$ cat src/hdl/sdBusPkg.sv
`default_nettype none

// ===================================================================
// SD bus framing, shared by the command and data line blocks
// ===================================================================
package sdBusPkg;

    // Command and response frame, start bit through end bit
    localparam int FrameBits = 48;

    // Start, transmission, index and argument bits
    localparam int HdrBits = 40;

    localparam int Crc7Bits = 7;
    localparam int Crc16Bits = 16;

    // 4-bit bus mode
    localparam int DatLines = 4;

    localparam logic StartBit = 1'b0;
    localparam logic EndBit = 1'b1;

    // Transmission bit: 1 from the host, 0 from the card
    localparam logic HostTxBit = 1'b1;
    localparam logic CardTxBit = 1'b0;

endpackage

`default_nettype wire

$ cat src/hdl/sdCmdPkg.sv
`default_nettype none

// ===================================================================
// Card command set and status layout
// ===================================================================
package sdCmdPkg;

    typedef logic [5:0] cmdIndexT;

    localparam cmdIndexT CmdGoIdle = 6'd0;
    localparam cmdIndexT CmdSendRca = 6'd3;
    localparam cmdIndexT CmdSelect = 6'd7;
    localparam cmdIndexT CmdIfCond = 6'd8;
    localparam cmdIndexT CmdStop = 6'd12;
    localparam cmdIndexT CmdReadMulti = 6'd18;
    localparam cmdIndexT CmdAppCmd = 6'd55;
    localparam cmdIndexT AcmdOpCond = 6'd41;

    // R3 carries a reserved index field of all ones
    localparam cmdIndexT RespR3Index = 6'h3F;

    typedef enum logic [3:0] {
        Idle  = 4'd0,
        Ready = 4'd1,
        Stby  = 4'd3,
        Tran  = 4'd4,
        Data  = 4'd5
    } cardStateT;

    // Card status word
    localparam int StatusStateLsb = 9;
    localparam int StatusReadyBit = 8;
    localparam int StatusAppBit = 5;

    // Power-up done, full 2.7-3.6 V window
    localparam logic [31:0] OcrReady = 32'h80FF_8000;

    typedef union packed {
        logic [31:0] raw;
        struct packed {
            logic [15:0] rca;
            logic [15:0] stuff;
        } rcaArg;
    } sdArgU;

endpackage

`default_nettype wire

$ cat src/hdl/sdLinkIfs.sv
`default_nettype none

// Decoded command from the receiver, one-cycle valid per good frame
interface sdCmdIf import sdCmdPkg::*; ();
    logic     valid;
    cmdIndexT index;
    sdArgU    arg;

    modport rx (output valid, index, arg);
    modport ctl (input valid, index, arg);
endinterface

// Response request to the transmitter
interface sdRespIf import sdCmdPkg::*; ();
    logic        valid;
    cmdIndexT    index;
    logic [31:0] arg;
    // R3 sends all ones in place of the CRC
    logic        noCrc;
    logic        busy;

    modport ctl (output valid, index, arg, noCrc, input busy);
    modport tx (input valid, index, arg, noCrc, output busy);
endinterface

`default_nettype wire

$ cat src/hdl/sdCardControl.sv
`default_nettype none

module sdCardControl import sdCmdPkg::*; #(
    parameter logic [15:0] CardRca = 16'hAAAA
) (
    input  logic clk,
    input  logic rst_,
    sdCmdIf.ctl  cmd,
    sdRespIf.ctl resp,
    output logic readStart,
    output logic readStop,
    input  logic readActive
);

    cardStateT   state;
    cardStateT   nextState;
    logic        appFlag;
    logic        pendStart;
    logic        busyQ;
    logic [31:0] status;
    logic        respond;
    cmdIndexT    rIdx;
    logic [31:0] rArg;
    logic        rNoCrc;
    logic        startReq;
    logic        stopReq;

    // ===================================================================
    // Command decode
    // ===================================================================
    always_comb begin
        // Status reports the state before this command
        status = '0;
        status[StatusStateLsb +: 4] = state;
        status[StatusReadyBit] = 1'b1;
        status[StatusAppBit] = (cmd.index == CmdAppCmd);

        respond = 1'b0;
        nextState = state;
        rIdx = cmd.index;
        rArg = status;
        rNoCrc = 1'b0;
        startReq = 1'b0;
        stopReq = 1'b0;

        if (appFlag && cmd.index == AcmdOpCond) begin
            respond = 1'b1;
            rIdx = RespR3Index;
            rArg = OcrReady;
            rNoCrc = 1'b1;
            nextState = Ready;
        end else begin
            case (cmd.index)
                CmdGoIdle: begin
                    nextState = Idle;
                    stopReq = (state == Data);
                end
                CmdSendRca: begin
                    respond = 1'b1;
                    rArg = {CardRca, status[15:0]};
                    nextState = Stby;
                end
                CmdSelect: begin
                    // Another card's address leaves this one untouched
                    if (cmd.arg.rcaArg.rca == CardRca) begin
                        respond = 1'b1;
                        nextState = Tran;
                    end
                end
                CmdIfCond: begin
                    respond = 1'b1;
                    rArg = {20'b0, cmd.arg.raw[11:0]};
                end
                CmdStop: begin
                    if (state == Data) begin
                        respond = 1'b1;
                        nextState = Tran;
                        stopReq = 1'b1;
                    end
                end
                CmdReadMulti: begin
                    // Wait until a stopped stream has sent its last block
                    if (state == Tran && !readActive) begin
                        respond = 1'b1;
                        nextState = Data;
                        startReq = 1'b1;
                    end
                end
                CmdAppCmd: begin
                    respond = 1'b1;
                end
                default: begin
                end
            endcase
        end
    end

    // Data starts once the response has left the line
    assign readStart = pendStart && busyQ && !resp.busy;

    always_ff @(posedge clk) begin
        if (!rst_) begin
            state <= Idle;
            appFlag <= 1'b0;
            pendStart <= 1'b0;
            busyQ <= 1'b0;
            readStop <= 1'b0;
            resp.valid <= 1'b0;
        end else begin
            busyQ <= resp.busy;
            readStop <= 1'b0;
            resp.valid <= 1'b0;
            if (readStart) begin
                pendStart <= 1'b0;
            end
            // Commands seen while a response is still going out are ignored
            if (cmd.valid && !resp.busy) begin
                state <= nextState;
                appFlag <= (cmd.index == CmdAppCmd);
                resp.valid <= respond;
                readStop <= stopReq;
                if (startReq) begin
                    pendStart <= 1'b1;
                end else if (stopReq) begin
                    pendStart <= 1'b0;
                end
            end
        end
    end

    always_ff @(posedge clk) begin
        if (cmd.valid && !resp.busy) begin
            resp.index <= rIdx;
            resp.arg <= rArg;
            resp.noCrc <= rNoCrc;
        end
    end

endmodule

`default_nettype wire

$ cat src/hdl/sdCardTop.sv
`default_nettype none

module sdCardTop import sdBusPkg::*; #(
    parameter logic [15:0] CardRca = 16'hAAAA,
    parameter int RespGap = 2,
    parameter int DataGap = 8,
    parameter int BlockBytes = 512
) (
    input  logic                clk,
    input  logic                rst_,
    // Host command line, idles high
    input  logic                cmdIn,
    output logic                cmdOut,
    output logic                cmdOe,
    output logic [DatLines-1:0] datOut,
    output logic                datOe
);

    logic readStart;
    logic readStop;
    logic readActive;

    sdCmdIf cmdLink ();
    sdRespIf respLink ();

    sdCmdReceiver cmdRx (
        .clk    (clk),
        .rst_   (rst_),
        .cmdIn  (cmdIn),
        .cmd    (cmdLink.rx)
    );

    sdCardControl #(
        .CardRca (CardRca)
    ) cardCtl (
        .clk        (clk),
        .rst_       (rst_),
        .cmd        (cmdLink.ctl),
        .resp       (respLink.ctl),
        .readStart  (readStart),
        .readStop   (readStop),
        .readActive (readActive)
    );

    sdRespTransmitter #(
        .RespGap (RespGap)
    ) respTx (
        .clk    (clk),
        .rst_   (rst_),
        .resp   (respLink.tx),
        .cmdOut (cmdOut),
        .cmdOe  (cmdOe)
    );

    sdReadDataSender #(
        .BlockBytes (BlockBytes),
        .DataGap    (DataGap)
    ) datTx (
        .clk        (clk),
        .rst_       (rst_),
        .readStart  (readStart),
        .readStop   (readStop),
        .readActive (readActive),
        .datOut     (datOut),
        .datOe      (datOe)
    );

endmodule

`default_nettype wire

$ cat src/hdl/sdCmdReceiver.sv
`default_nettype none

module sdCmdReceiver import sdBusPkg::*; (
    input  logic clk,
    input  logic rst_,
    input  logic cmdIn,
    sdCmdIf.rx   cmd
);

    localparam int CntW = $clog2(FrameBits);
    // Field positions in the 47 bits before the end bit
    localparam int ArgLsb = Crc7Bits;
    localparam int IdxLsb = ArgLsb + 32;
    localparam int TxBitPos = IdxLsb + 6;

    logic                active;
    logic [CntW-1:0]     cnt;
    logic [FrameBits-2:0] sr;
    logic [Crc7Bits-1:0] crc;
    logic                crcEn;
    logic                lastBit;
    logic                frameOk;

    // Start bit arrives while idle, then bits 1 to 39 follow it into the CRC
    assign crcEn = active ? (cnt < CntW'(HdrBits)) : (cmdIn == StartBit);
    assign lastBit = active && (cnt == CntW'(FrameBits - 1));
    assign frameOk = (sr[TxBitPos] == HostTxBit) && (sr[Crc7Bits-1:0] == crc) &&
                     (cmdIn == EndBit);

    sdCrc7 crcChk (
        .clk    (clk),
        .rst_   (rst_),
        .clear  (!active),
        .enable (crcEn),
        .bitIn  (cmdIn),
        .crc    (crc)
    );

    always_ff @(posedge clk) begin
        if (!rst_) begin
            active <= 1'b0;
            cnt <= '0;
            cmd.valid <= 1'b0;
        end else begin
            cmd.valid <= 1'b0;
            if (!active) begin
                if (cmdIn == StartBit) begin
                    active <= 1'b1;
                    cnt <= CntW'(1);
                end
            end else if (lastBit) begin
                // Bad frames are dropped without a trace
                active <= 1'b0;
                cmd.valid <= frameOk;
            end else begin
                cnt <= cnt + 1'b1;
            end
        end
    end

    always_ff @(posedge clk) begin
        sr <= {sr[FrameBits-3:0], cmdIn};
        if (lastBit) begin
            cmd.index <= sr[IdxLsb +: 6];
            cmd.arg <= sr[ArgLsb +: 32];
        end
    end

endmodule

`default_nettype wire

$ cat src/hdl/sdCrc7.sv
`default_nettype none

module sdCrc7 import sdBusPkg::*; (
    input  logic                clk,
    input  logic                rst_,
    input  logic                clear,
    input  logic                enable,
    input  logic                bitIn,
    output logic [Crc7Bits-1:0] crc
);

    // x^7 + x^3 + 1
    localparam logic [Crc7Bits-1:0] Poly = 7'h09;

    logic [Crc7Bits-1:0] base;
    logic                fb;

    // Clear together with enable starts a new frame on this bit
    assign base = clear ? '0 : crc;
    assign fb = bitIn ^ base[Crc7Bits-1];

    always_ff @(posedge clk) begin
        if (!rst_) begin
            crc <= '0;
        end else if (enable) begin
            crc <= {base[Crc7Bits-2:0], 1'b0} ^ (fb ? Poly : '0);
        end else if (clear) begin
            crc <= '0;
        end
    end

endmodule

`default_nettype wire

$ cat src/hdl/sdReadDataSender.sv
`default_nettype none

module sdReadDataSender import sdBusPkg::*; #(
    parameter int BlockBytes = 512,
    // Counted from the response end bit, at least 2
    parameter int DataGap = 8
) (
    input  logic                clk,
    input  logic                rst_,
    input  logic                readStart,
    input  logic                readStop,
    output logic                readActive,
    output logic [DatLines-1:0] datOut,
    output logic                datOe
);

    localparam int DataBits = BlockBytes * 8;
    // pos 0 start, 1..DataBits data, then CRC, then end bit
    localparam int EndPos = DataBits + Crc16Bits + 1;
    localparam int PosW = $clog2(EndPos + 1);
    localparam int BlockGap = 2;
    localparam int GapW = $clog2(DataGap + 3);
    localparam logic [Crc16Bits-1:0] Poly = 16'h1021;

    logic [PosW-1:0]      pos;
    logic [PosW-1:0]      dataIdx;
    logic [GapW-1:0]      gapLeft;
    logic                 stopPend;
    logic                 stopNow;
    logic                 emit;
    logic [7:0]           byteVal;
    logic                 dataBit;
    logic [DatLines-1:0]  lineBits;
    logic [DatLines-1:0]  crcMsb;
    logic [Crc16Bits-1:0] crc [DatLines];

    assign stopNow = stopPend | readStop;
    // A stop seen before a start bit keeps that block from starting
    assign emit = readActive && !readStart && (gapLeft == '0) && !(pos == '0 && stopNow);

    // Byte n of a block holds n, MSB first
    assign dataIdx = pos - 1'b1;
    assign byteVal = 8'(dataIdx >> 3);
    assign dataBit = byteVal[~dataIdx[2:0]];
    assign lineBits = {DatLines{dataBit}};

    always_comb begin
        for (int i = 0; i < DatLines; i++) begin
            crcMsb[i] = crc[i][Crc16Bits-1];
        end
    end

    // ===================================================================
    // Block sequencing
    // ===================================================================
    always_ff @(posedge clk) begin
        if (!rst_) begin
            readActive <= 1'b0;
            stopPend <= 1'b0;
            gapLeft <= '0;
            pos <= '0;
            datOe <= 1'b0;
        end else begin
            datOe <= emit;
            if (readStart) begin
                readActive <= 1'b1;
                stopPend <= 1'b0;
                pos <= '0;
                gapLeft <= GapW'(DataGap - 2);
            end else if (readActive) begin
                stopPend <= stopNow;
                if (gapLeft != '0) begin
                    gapLeft <= gapLeft - 1'b1;
                end else if (!emit) begin
                    readActive <= 1'b0;
                end else if (pos == PosW'(EndPos)) begin
                    pos <= '0;
                    gapLeft <= GapW'(BlockGap);
                    readActive <= !stopNow;
                end else begin
                    pos <= pos + 1'b1;
                end
            end
        end
    end

    // ===================================================================
    // Line data and per-line CRC16
    // ===================================================================
    always_ff @(posedge clk) begin
        if (!emit) begin
            datOut <= '1;
        end else if (pos == '0) begin
            datOut <= {DatLines{StartBit}};
            for (int i = 0; i < DatLines; i++) begin
                crc[i] <= '0;
            end
        end else if (pos <= PosW'(DataBits)) begin
            datOut <= lineBits;
            for (int i = 0; i < DatLines; i++) begin
                crc[i] <= {crc[i][Crc16Bits-2:0], 1'b0} ^
                          ((lineBits[i] ^ crc[i][Crc16Bits-1]) ? Poly : '0);
            end
        end else if (pos < PosW'(EndPos)) begin
            datOut <= crcMsb;
            for (int i = 0; i < DatLines; i++) begin
                crc[i] <= crc[i] << 1;
            end
        end else begin
            datOut <= {DatLines{EndBit}};
        end
    end

endmodule

`default_nettype wire

$ cat src/hdl/sdRespTransmitter.sv
`default_nettype none

module sdRespTransmitter import sdBusPkg::*; #(
    parameter int RespGap = 2
) (
    input  logic clk,
    input  logic rst_,
    sdRespIf.tx  resp,
    output logic cmdOut,
    output logic cmdOe
);

    localparam int CntW = $clog2(FrameBits + RespGap);

    typedef enum logic [1:0] {TxIdle, TxGap, TxSend} txStateT;

    txStateT             state;
    logic [CntW-1:0]     cnt;
    logic [HdrBits-1:0]  hdr;
    logic                noCrcQ;
    logic [Crc7Bits-1:0] crc;
    logic                gapDone;
    logic                crcEn;
    logic                nextBit;

    assign resp.busy = (state != TxIdle);
    assign gapDone = (state == TxGap) && (cnt == CntW'(RespGap - 1));
    // Header bits feed the CRC as they go out
    assign crcEn = gapDone || (state == TxSend && cnt < CntW'(HdrBits));

    sdCrc7 crcGen (
        .clk    (clk),
        .rst_   (rst_),
        .clear  (state == TxIdle),
        .enable (crcEn),
        .bitIn  (hdr[HdrBits-1]),
        .crc    (crc)
    );

    // Bit cnt of the frame
    always_comb begin
        if (cnt < CntW'(HdrBits)) begin
            nextBit = hdr[HdrBits-1];
        end else if (cnt < CntW'(FrameBits - 1)) begin
            nextBit = noCrcQ | crc[3'(FrameBits - 2 - int'(cnt))];
        end else begin
            nextBit = EndBit;
        end
    end

    always_ff @(posedge clk) begin
        if (!rst_) begin
            state <= TxIdle;
            cnt <= '0;
            cmdOe <= 1'b0;
            cmdOut <= 1'b1;
        end else begin
            case (state)
                TxIdle: begin
                    cmdOe <= 1'b0;
                    cmdOut <= 1'b1;
                    cnt <= '0;
                    if (resp.valid) begin
                        state <= TxGap;
                    end
                end
                TxGap: begin
                    if (gapDone) begin
                        state <= TxSend;
                        cmdOe <= 1'b1;
                        cmdOut <= nextBit;
                        cnt <= CntW'(1);
                    end else begin
                        cnt <= cnt + 1'b1;
                    end
                end
                TxSend: begin
                    cmdOut <= nextBit;
                    cnt <= cnt + 1'b1;
                    // End bit goes out, busy drops, cmdOe holds one more cycle
                    if (cnt == CntW'(FrameBits - 1)) begin
                        state <= TxIdle;
                    end
                end
                default: begin
                    state <= TxIdle;
                end
            endcase
        end
    end

    always_ff @(posedge clk) begin
        if (state == TxIdle && resp.valid) begin
            hdr <= {StartBit, CardTxBit, resp.index, resp.arg};
            noCrcQ <= resp.noCrc;
        end else if (crcEn) begin
            hdr <= hdr << 1;
        end
    end

endmodule

`default_nettype wire

$ cat config.mk
export PLATFORM = sky130hd
export DESIGN_NAME = sdCardTop
export DESIGN_NICKNAME = d
export VERILOG_FILES = /design/src/hdl/sdBusPkg.sv /design/src/hdl/sdCmdPkg.sv /design/src/hdl/sdLinkIfs.sv /design/src/hdl/sdCardControl.sv /design/src/hdl/sdCardTop.sv /design/src/hdl/sdCmdReceiver.sv /design/src/hdl/sdCrc7.sv /design/src/hdl/sdReadDataSender.sv /design/src/hdl/sdRespTransmitter.sv
export SDC_FILE = /design/constraint.sdc
export NUM_CORES = 1
export LEC_CHECK = 0
export BUFFER_PORTS_ARGS = -buffer_cell sky130_fd_sc_hd__buf_2
export CORE_AREA = 2 2 148 150
export CTS_CLUSTER_SIZE = 16
export DETAILED_ROUTE_END_ITERATION = 16
export DIE_AREA = 0 0 150 152
export HOLD_SLACK_MARGIN = 0.03
export PLACE_DENSITY = 0.72
export SETUP_SLACK_MARGIN = 0.1
export SLEW_MARGIN = 20
export SYNTH_ARGS = -nofsm -noshare
export SYNTH_HDL_FRONTEND = slang
export SYNTH_HIERARCHICAL = 1
export SYNTH_SLANG_ARGS = --single-unit
$ cat constraint.sdc
create_clock -name clk -period 3.6 [get_ports clk]
set_clock_uncertainty 0.05 [all_clocks]
set_input_delay 0.72 -clock clk [delete_from_list [all_inputs] [get_ports clk]]
set_output_delay 0.72 -clock clk [all_outputs]
set_load 0.02 [all_outputs]
## Word level (Yosys, flattened, before mapping)

Memories as Yosys holds them, arrays and structs flattened.
Index checks and enable logic that the tools add are counted.

| storage, ports and cells | value |
|---|---|
| bits in registers | 229 |
| bits in latches | 0 |
| RAM bits | 64 |
| bits in read-only memories | 0 |
| input port bits | 3 |
| output and inout port bits | 7 |
| logic and storage cells | 234 |
| memories kept | 1 |

Memory list:

| name | words | bits a word | read ports | clocked after Yosys merged registers in | wr ports | line | text |
|---|---|---|---|---|---|---|---|
| datTx.crc | 4 | 16 | 4 | 0 | 4 | sdReadDataSender.sv:35 | `logic [Crc16Bits-1:0] crc [DatLines];` |

| cells by class | value |
|---|---|
| add/subtract/negate cells | 6 |
| $mul | 0 |
| div/mod/pow operators | 0 |
| magnitude comparators | 7 |
| eq/ne operators | 25 |
| shifts and indexed selects | 0 |
| muxes and demuxes | 90 |
| bitwise gates (word level) | 26 |
| reduce and logical (&&, ||, !) cells | 48 |

Operator list:

| kind | count |
|---|---|
| 16-bit 2-to-1 mux | 8 |
| 38-bit 2-to-1 mux | 2 |
| 13-bit 2-to-1 mux | 5 |
| 32-bit case mux with 2 select lines | 1 |
| 16-bit XOR | 4 |
| 4-bit 2-to-1 mux | 12 |
| 1-bit 2-to-1 mux | 40 |
| 7-bit 2-to-1 mux | 4 |
| 6-bit == test, second input constant | 4 |
| 6-bit 2-to-1 mux | 4 |
| 4-bit case mux with 5 select lines | 1 |
| 6-bit < comparator, second input constant | 3 |
| 6-bit case mux with 3 select lines | 1 |
| 16-bit == test, second input constant | 1 |
| 1-bit logical AND | 15 |
| 3-bit AND reduction | 5 |
| 7-bit by 4-bit XOR with 7-bit output | 2 |
| 13-bit by 1-bit adder with 13-bit output, second input constant | 1 |
| 13-bit == test, second input constant | 1 |
| 13-bit <= comparator, second input constant | 1 |
| 13-bit zero test | 1 |
| 13-bit < comparator, second input constant | 1 |
| 6-bit by 1-bit adder with 6-bit output, second input constant | 2 |
| 6-bit by 4-bit == test with 1-bit output, second input constant | 2 |
| other kinds (40) | 81 |

## Longest topological paths before layout

| logic depth | value |
|---|---|
| word-level depth | 11 |
| mapped depth | 12 |
| mapped depth without buffers | 10 |

## Cells and area by module

Netlist, hierarchy kept.

By module, submodules not included:

| module | instances | cells an instance | area each (um2) | sequential area each (um2) |
|---|---|---|---|---|
| sdReadDataSender | 1 | 367 | 4181.5 | 2382.3 |
| sdCmdReceiver | 1 | 138 | 2553.7 | 2222.1 |
| sdRespTransmitter | 1 | 182 | 2464.9 | 1411.4 |
| sdCardControl | 1 | 143 | 1607.8 | 820.8 |
| sdCrc7 | 2 | 31 | 314.1 | 140.1 |

## Least setup slack after synthesis

No wires, ideal clock.

| timing path | value |
|---|---|
| path type | register to register |
| from | register respTx.state[0] |
| to | memory datTx.crc[2][0] (enable) |
| setup time | 0.414 ns |
| arrival | 3.074 ns |
| required time | 3.136 ns |
| path slack | 0.062 ns |
| cell stages (with the launch flop) | 10 |
| buffers on the path | 2 |
| period minus slack after synthesis | 3.538 ns |
| path through | dfxtp_1 -> inv_1 -> ha_1 -> inv_1 -> nor2_1 -> and3b_1 -> clkbuf_1 -> o21a_1 -> clkbuf_1 -> a21boi_0 |

RTL lines:

| item | line | text |
|---|---|---|
| from (decl) | sdRespTransmitter.sv:17 | `txStateT state;` |
| from (signal assigned) | sdRespTransmitter.sv:53 | `state <= TxIdle;` |
| from (signal assigned) | sdRespTransmitter.sv:64 | `state <= TxGap;` |
| from (signal assigned) | sdRespTransmitter.sv:69 | `state <= TxSend;` |
| to (decl) | sdReadDataSender.sv:35 |  |

==> results.txt <==
The run finished with clean final reports. The netlist area before placement is 11320 um^2. The first-pass iteration count of the detailed router is 7. The startpoint identified for the worst register-to-register timing path is datTx/pos[1]$_SDFFE_PP0P_.

The number of antenna diodes is 0. The number of DRC violations after detailed-routing iteration 0 is 323. The post-synthesis to final-layout area growth came out at 9.310%. In this run the remaining antenna-violating nets after routing total 0.

The quantity of gates resized following cts came out at 0. The type of the setup path with the least slack is reg2reg. Wires add up to 17550 um. The number of sinks driven by the clock tree came out at 271. The number of failing setup endpoints in the final timing report came out at 0. The cell-internal power is 4.965 mW. The first global-routing pass estimated 29710 um of wire. For this run, design rule violations remaining after detail routing come to 0. Setup repair after global routing left no endpoint under its margin. The data required time of the critical path came out at 3.92 ns.

The share of the core filled with cells is 57.93%. The analysis attributes to cell leakage a power of 4.187 nW. The number of clock buffers inserted by TritonCTS is 27. The vertical extent of the die came out at 152 um. The part of the power in registers is 53.8%. The number of I/O pins came out at 10. The global-route usage over all layers is 15.58%. The maximum level of the CTS H-tree came out at 1. The clock transition at the registers of the reported paths is 0.06 ns. The data arrival time of the critical path is 3.53 ns. The count of fill cells added during filler insertion is 1734.

The start point of the worst hold path is cmdRx/sr[21]$_DFF_P_. The tree is rooted in a clkbuf_16. The number of max-cap violations came out at 0. The relative slew slack is 40.69%. The fraction of layout instances using a drive strength above 1 came out at 16.15%.

The transition time of the tightest slew-check pin came out at 0.8887 ns. The half-perimeter wire length of the detailed placement result came out at 11280 um. The weighted congestion at the end of routability-driven global placement came out at 0.8233. The average routed wire per standard cell is 14.82 um. The number of cells produced by synthesis came out at 888. The clock tree buffer depth is 3. The post-route minimum period is 3.210 ns.

The remaining global-route overflow came out at 0. The setup fix buffers added after clock tree synthesis came out at 0. The switching part of the total power is 19.07%. The worst setup path is launched from a flop.

Entering global routing, the biggest net connects 39 pins. In this run the power density over the cells is 495.9 nW/um^2. The number of hold violations in the final report came out at 0. The cell row count came out at 54. TritonCTS built the clock tree. The core region area is 21350 um^2.

The kind of path behind the tightest hold check is reg2reg. Buffers inserted to repair hold after CTS numbered 0. The number of global-route vias before repair is 6093. The clock network accounts for 45.5% of the total power. The die covers 22800 um^2.

The clock latency on the worst-skew pair is 0.53 ns. The starting density of the core came out at 53.00%. Measured along the x axis, the die boundary spans 150 um. The count of port buffers added during placement came out at 9. The via density per instance came out at 5.350. The timing-limited maximum frequency came out at 311.5 MHz. Summed over all nets, the switching power comes to 1.170 mW.

The net total in the final layout came out at 900. The type of destination of the critical path is a flop. The worst path uses 89.18% of the clock period. The initial antenna violation count is 0. The average cell area after synthesis came out at 12.74 um^2. The biggest fanout along the worst timing path came out at 12.

In this run the worst setup path begins at datTx/pos[1]$_SDFFE_PP0P_. The number of max-slew violations in the final report came to 0. The routed via count is 6334.

The combinational cell fraction of total power is 0.7%. The maximum vdd drop is 340.2 uV. The total negative slack is 0 ns. The count of yosys warnings during synthesis came out at 6.
## final timing paths
check	to	slack, ns	cells past startpoint
worst max-delay path	datTx/crc[2][5]$_DFFE_PP_	0.39	9
worst min-delay path	cmdRx/sr[22]$_DFF_P_	0.28	0
worst max register to register	datTx/crc[2][5]$_DFFE_PP_	0.39	9
worst min register to register	cmdRx/sr[22]$_DFF_P_	0.28	0
## power groups by stage
| stage | Combinational, mW | Clock, mW | Sequential, mW |
|---|---|---|---|
| after global routing | 0.0495 | 2.99 | 3.30 |
| final | 0.0436 | 2.79 | 3.30 |
| after CTS | 0.0437 | 2.86 | 3.30 |
| after floorplan | 0.0405 | 0 | 3.36 |
| after global placement | 0.0432 | 0 | 3.37 |
| after detailed placement | 0.0440 | 0 | 3.37 |
## cell type report
cell class,instances,area (um^2),area share [%]
flip-flops and latches,271,6997,56.56
well taps,280,350.3,2.832
repair buffers,23,162.7,1.315
multi-input cells,535,3864,31.24
clock buffers,39,790.8,6.393
clock inverters,11,111.4,0.9003
inverters,25,93.84,0.7586
## routing by layer
layer / global-route usage [%] / part of all wire, % / vias to the layer above
met3: 2.763 / 3.8 / 22
met4: 3.729 / 1.2 / 0
met2: 25.01 / 47 / 88
li1: - / - / 3196
met5: 0 / 0 / -
met1: 22.19 / 48 / 3028
## critical path, stage by stage (launching register included)
cell	delay (ns)
dfxtp_1	0.54
inv_1	0.16
ha_1	0.47
inv_1	0.13
or3_1	0.31
mux2_2	0.27
a41oi_2	0.24
and2_4	0.31
mux2i_2	0.33
mux2i_1	0.24
## cells in the final DEF (no fill, tap or decap), types with 7 or more instances in the layout
cell	count
o2111ai_1	8
xnor2_1	9
ha_1	14
nand3_1	13
nor3_1	10
edfxtp_1	157
clkbuf_8	7
and3_1	8
inv_1	25
conb_1	7
o221ai_1	7
a21boi_1	8
buf_2	9
nor2_1	64
mux2i_1	24
o21ai_0	15
clkbuf_16	27
nand2_1	44
dfxtp_1	114
xor2_1	17
and2_1	67
a21oi_1	14
nand4_1	10
buf_4	13
mux2_2	38
nand2b_1	19
## per-stage QoR
step	instances	power, mW	setup slack (ns)	hold WS, ns	cell area [um^2]
3_5_place_dp	1134	3.410	0.4708	0.2639	11470
5_1_grt	1184	6.340	0.1840	0.2847	12370
3_3_place_gp	1134	3.409	0.5227	0.2656	11470
6_report	1184	6.134	0.3896	0.2809	12370
4_1_cts	1184	6.201	0.4092	0.2828	12370
2_1_floorplan	894	3.399	0.1374	0.2596	11340
## flip-flops by register name (all words and copies together), names as in the netlist, 2 cells and up
name and count:
cmdRx/cmd.index 6, respTx/state 2, cmdRx/sr 46, respTx/cnt 6
cardCtl/resp.index 6, datTx/pos 13, cmdRx/cnt 6, cardCtl/state 3
datTx/crc 64, datTx/datOut 4, respTx/hdr 40, respTx/crcGen/crc 7
cmdRx/cmd.arg 28, cardCtl/resp.arg 15, cmdRx/crcChk/crc 7, datTx/gapLeft 4
(Power assumes the default switching activity.)
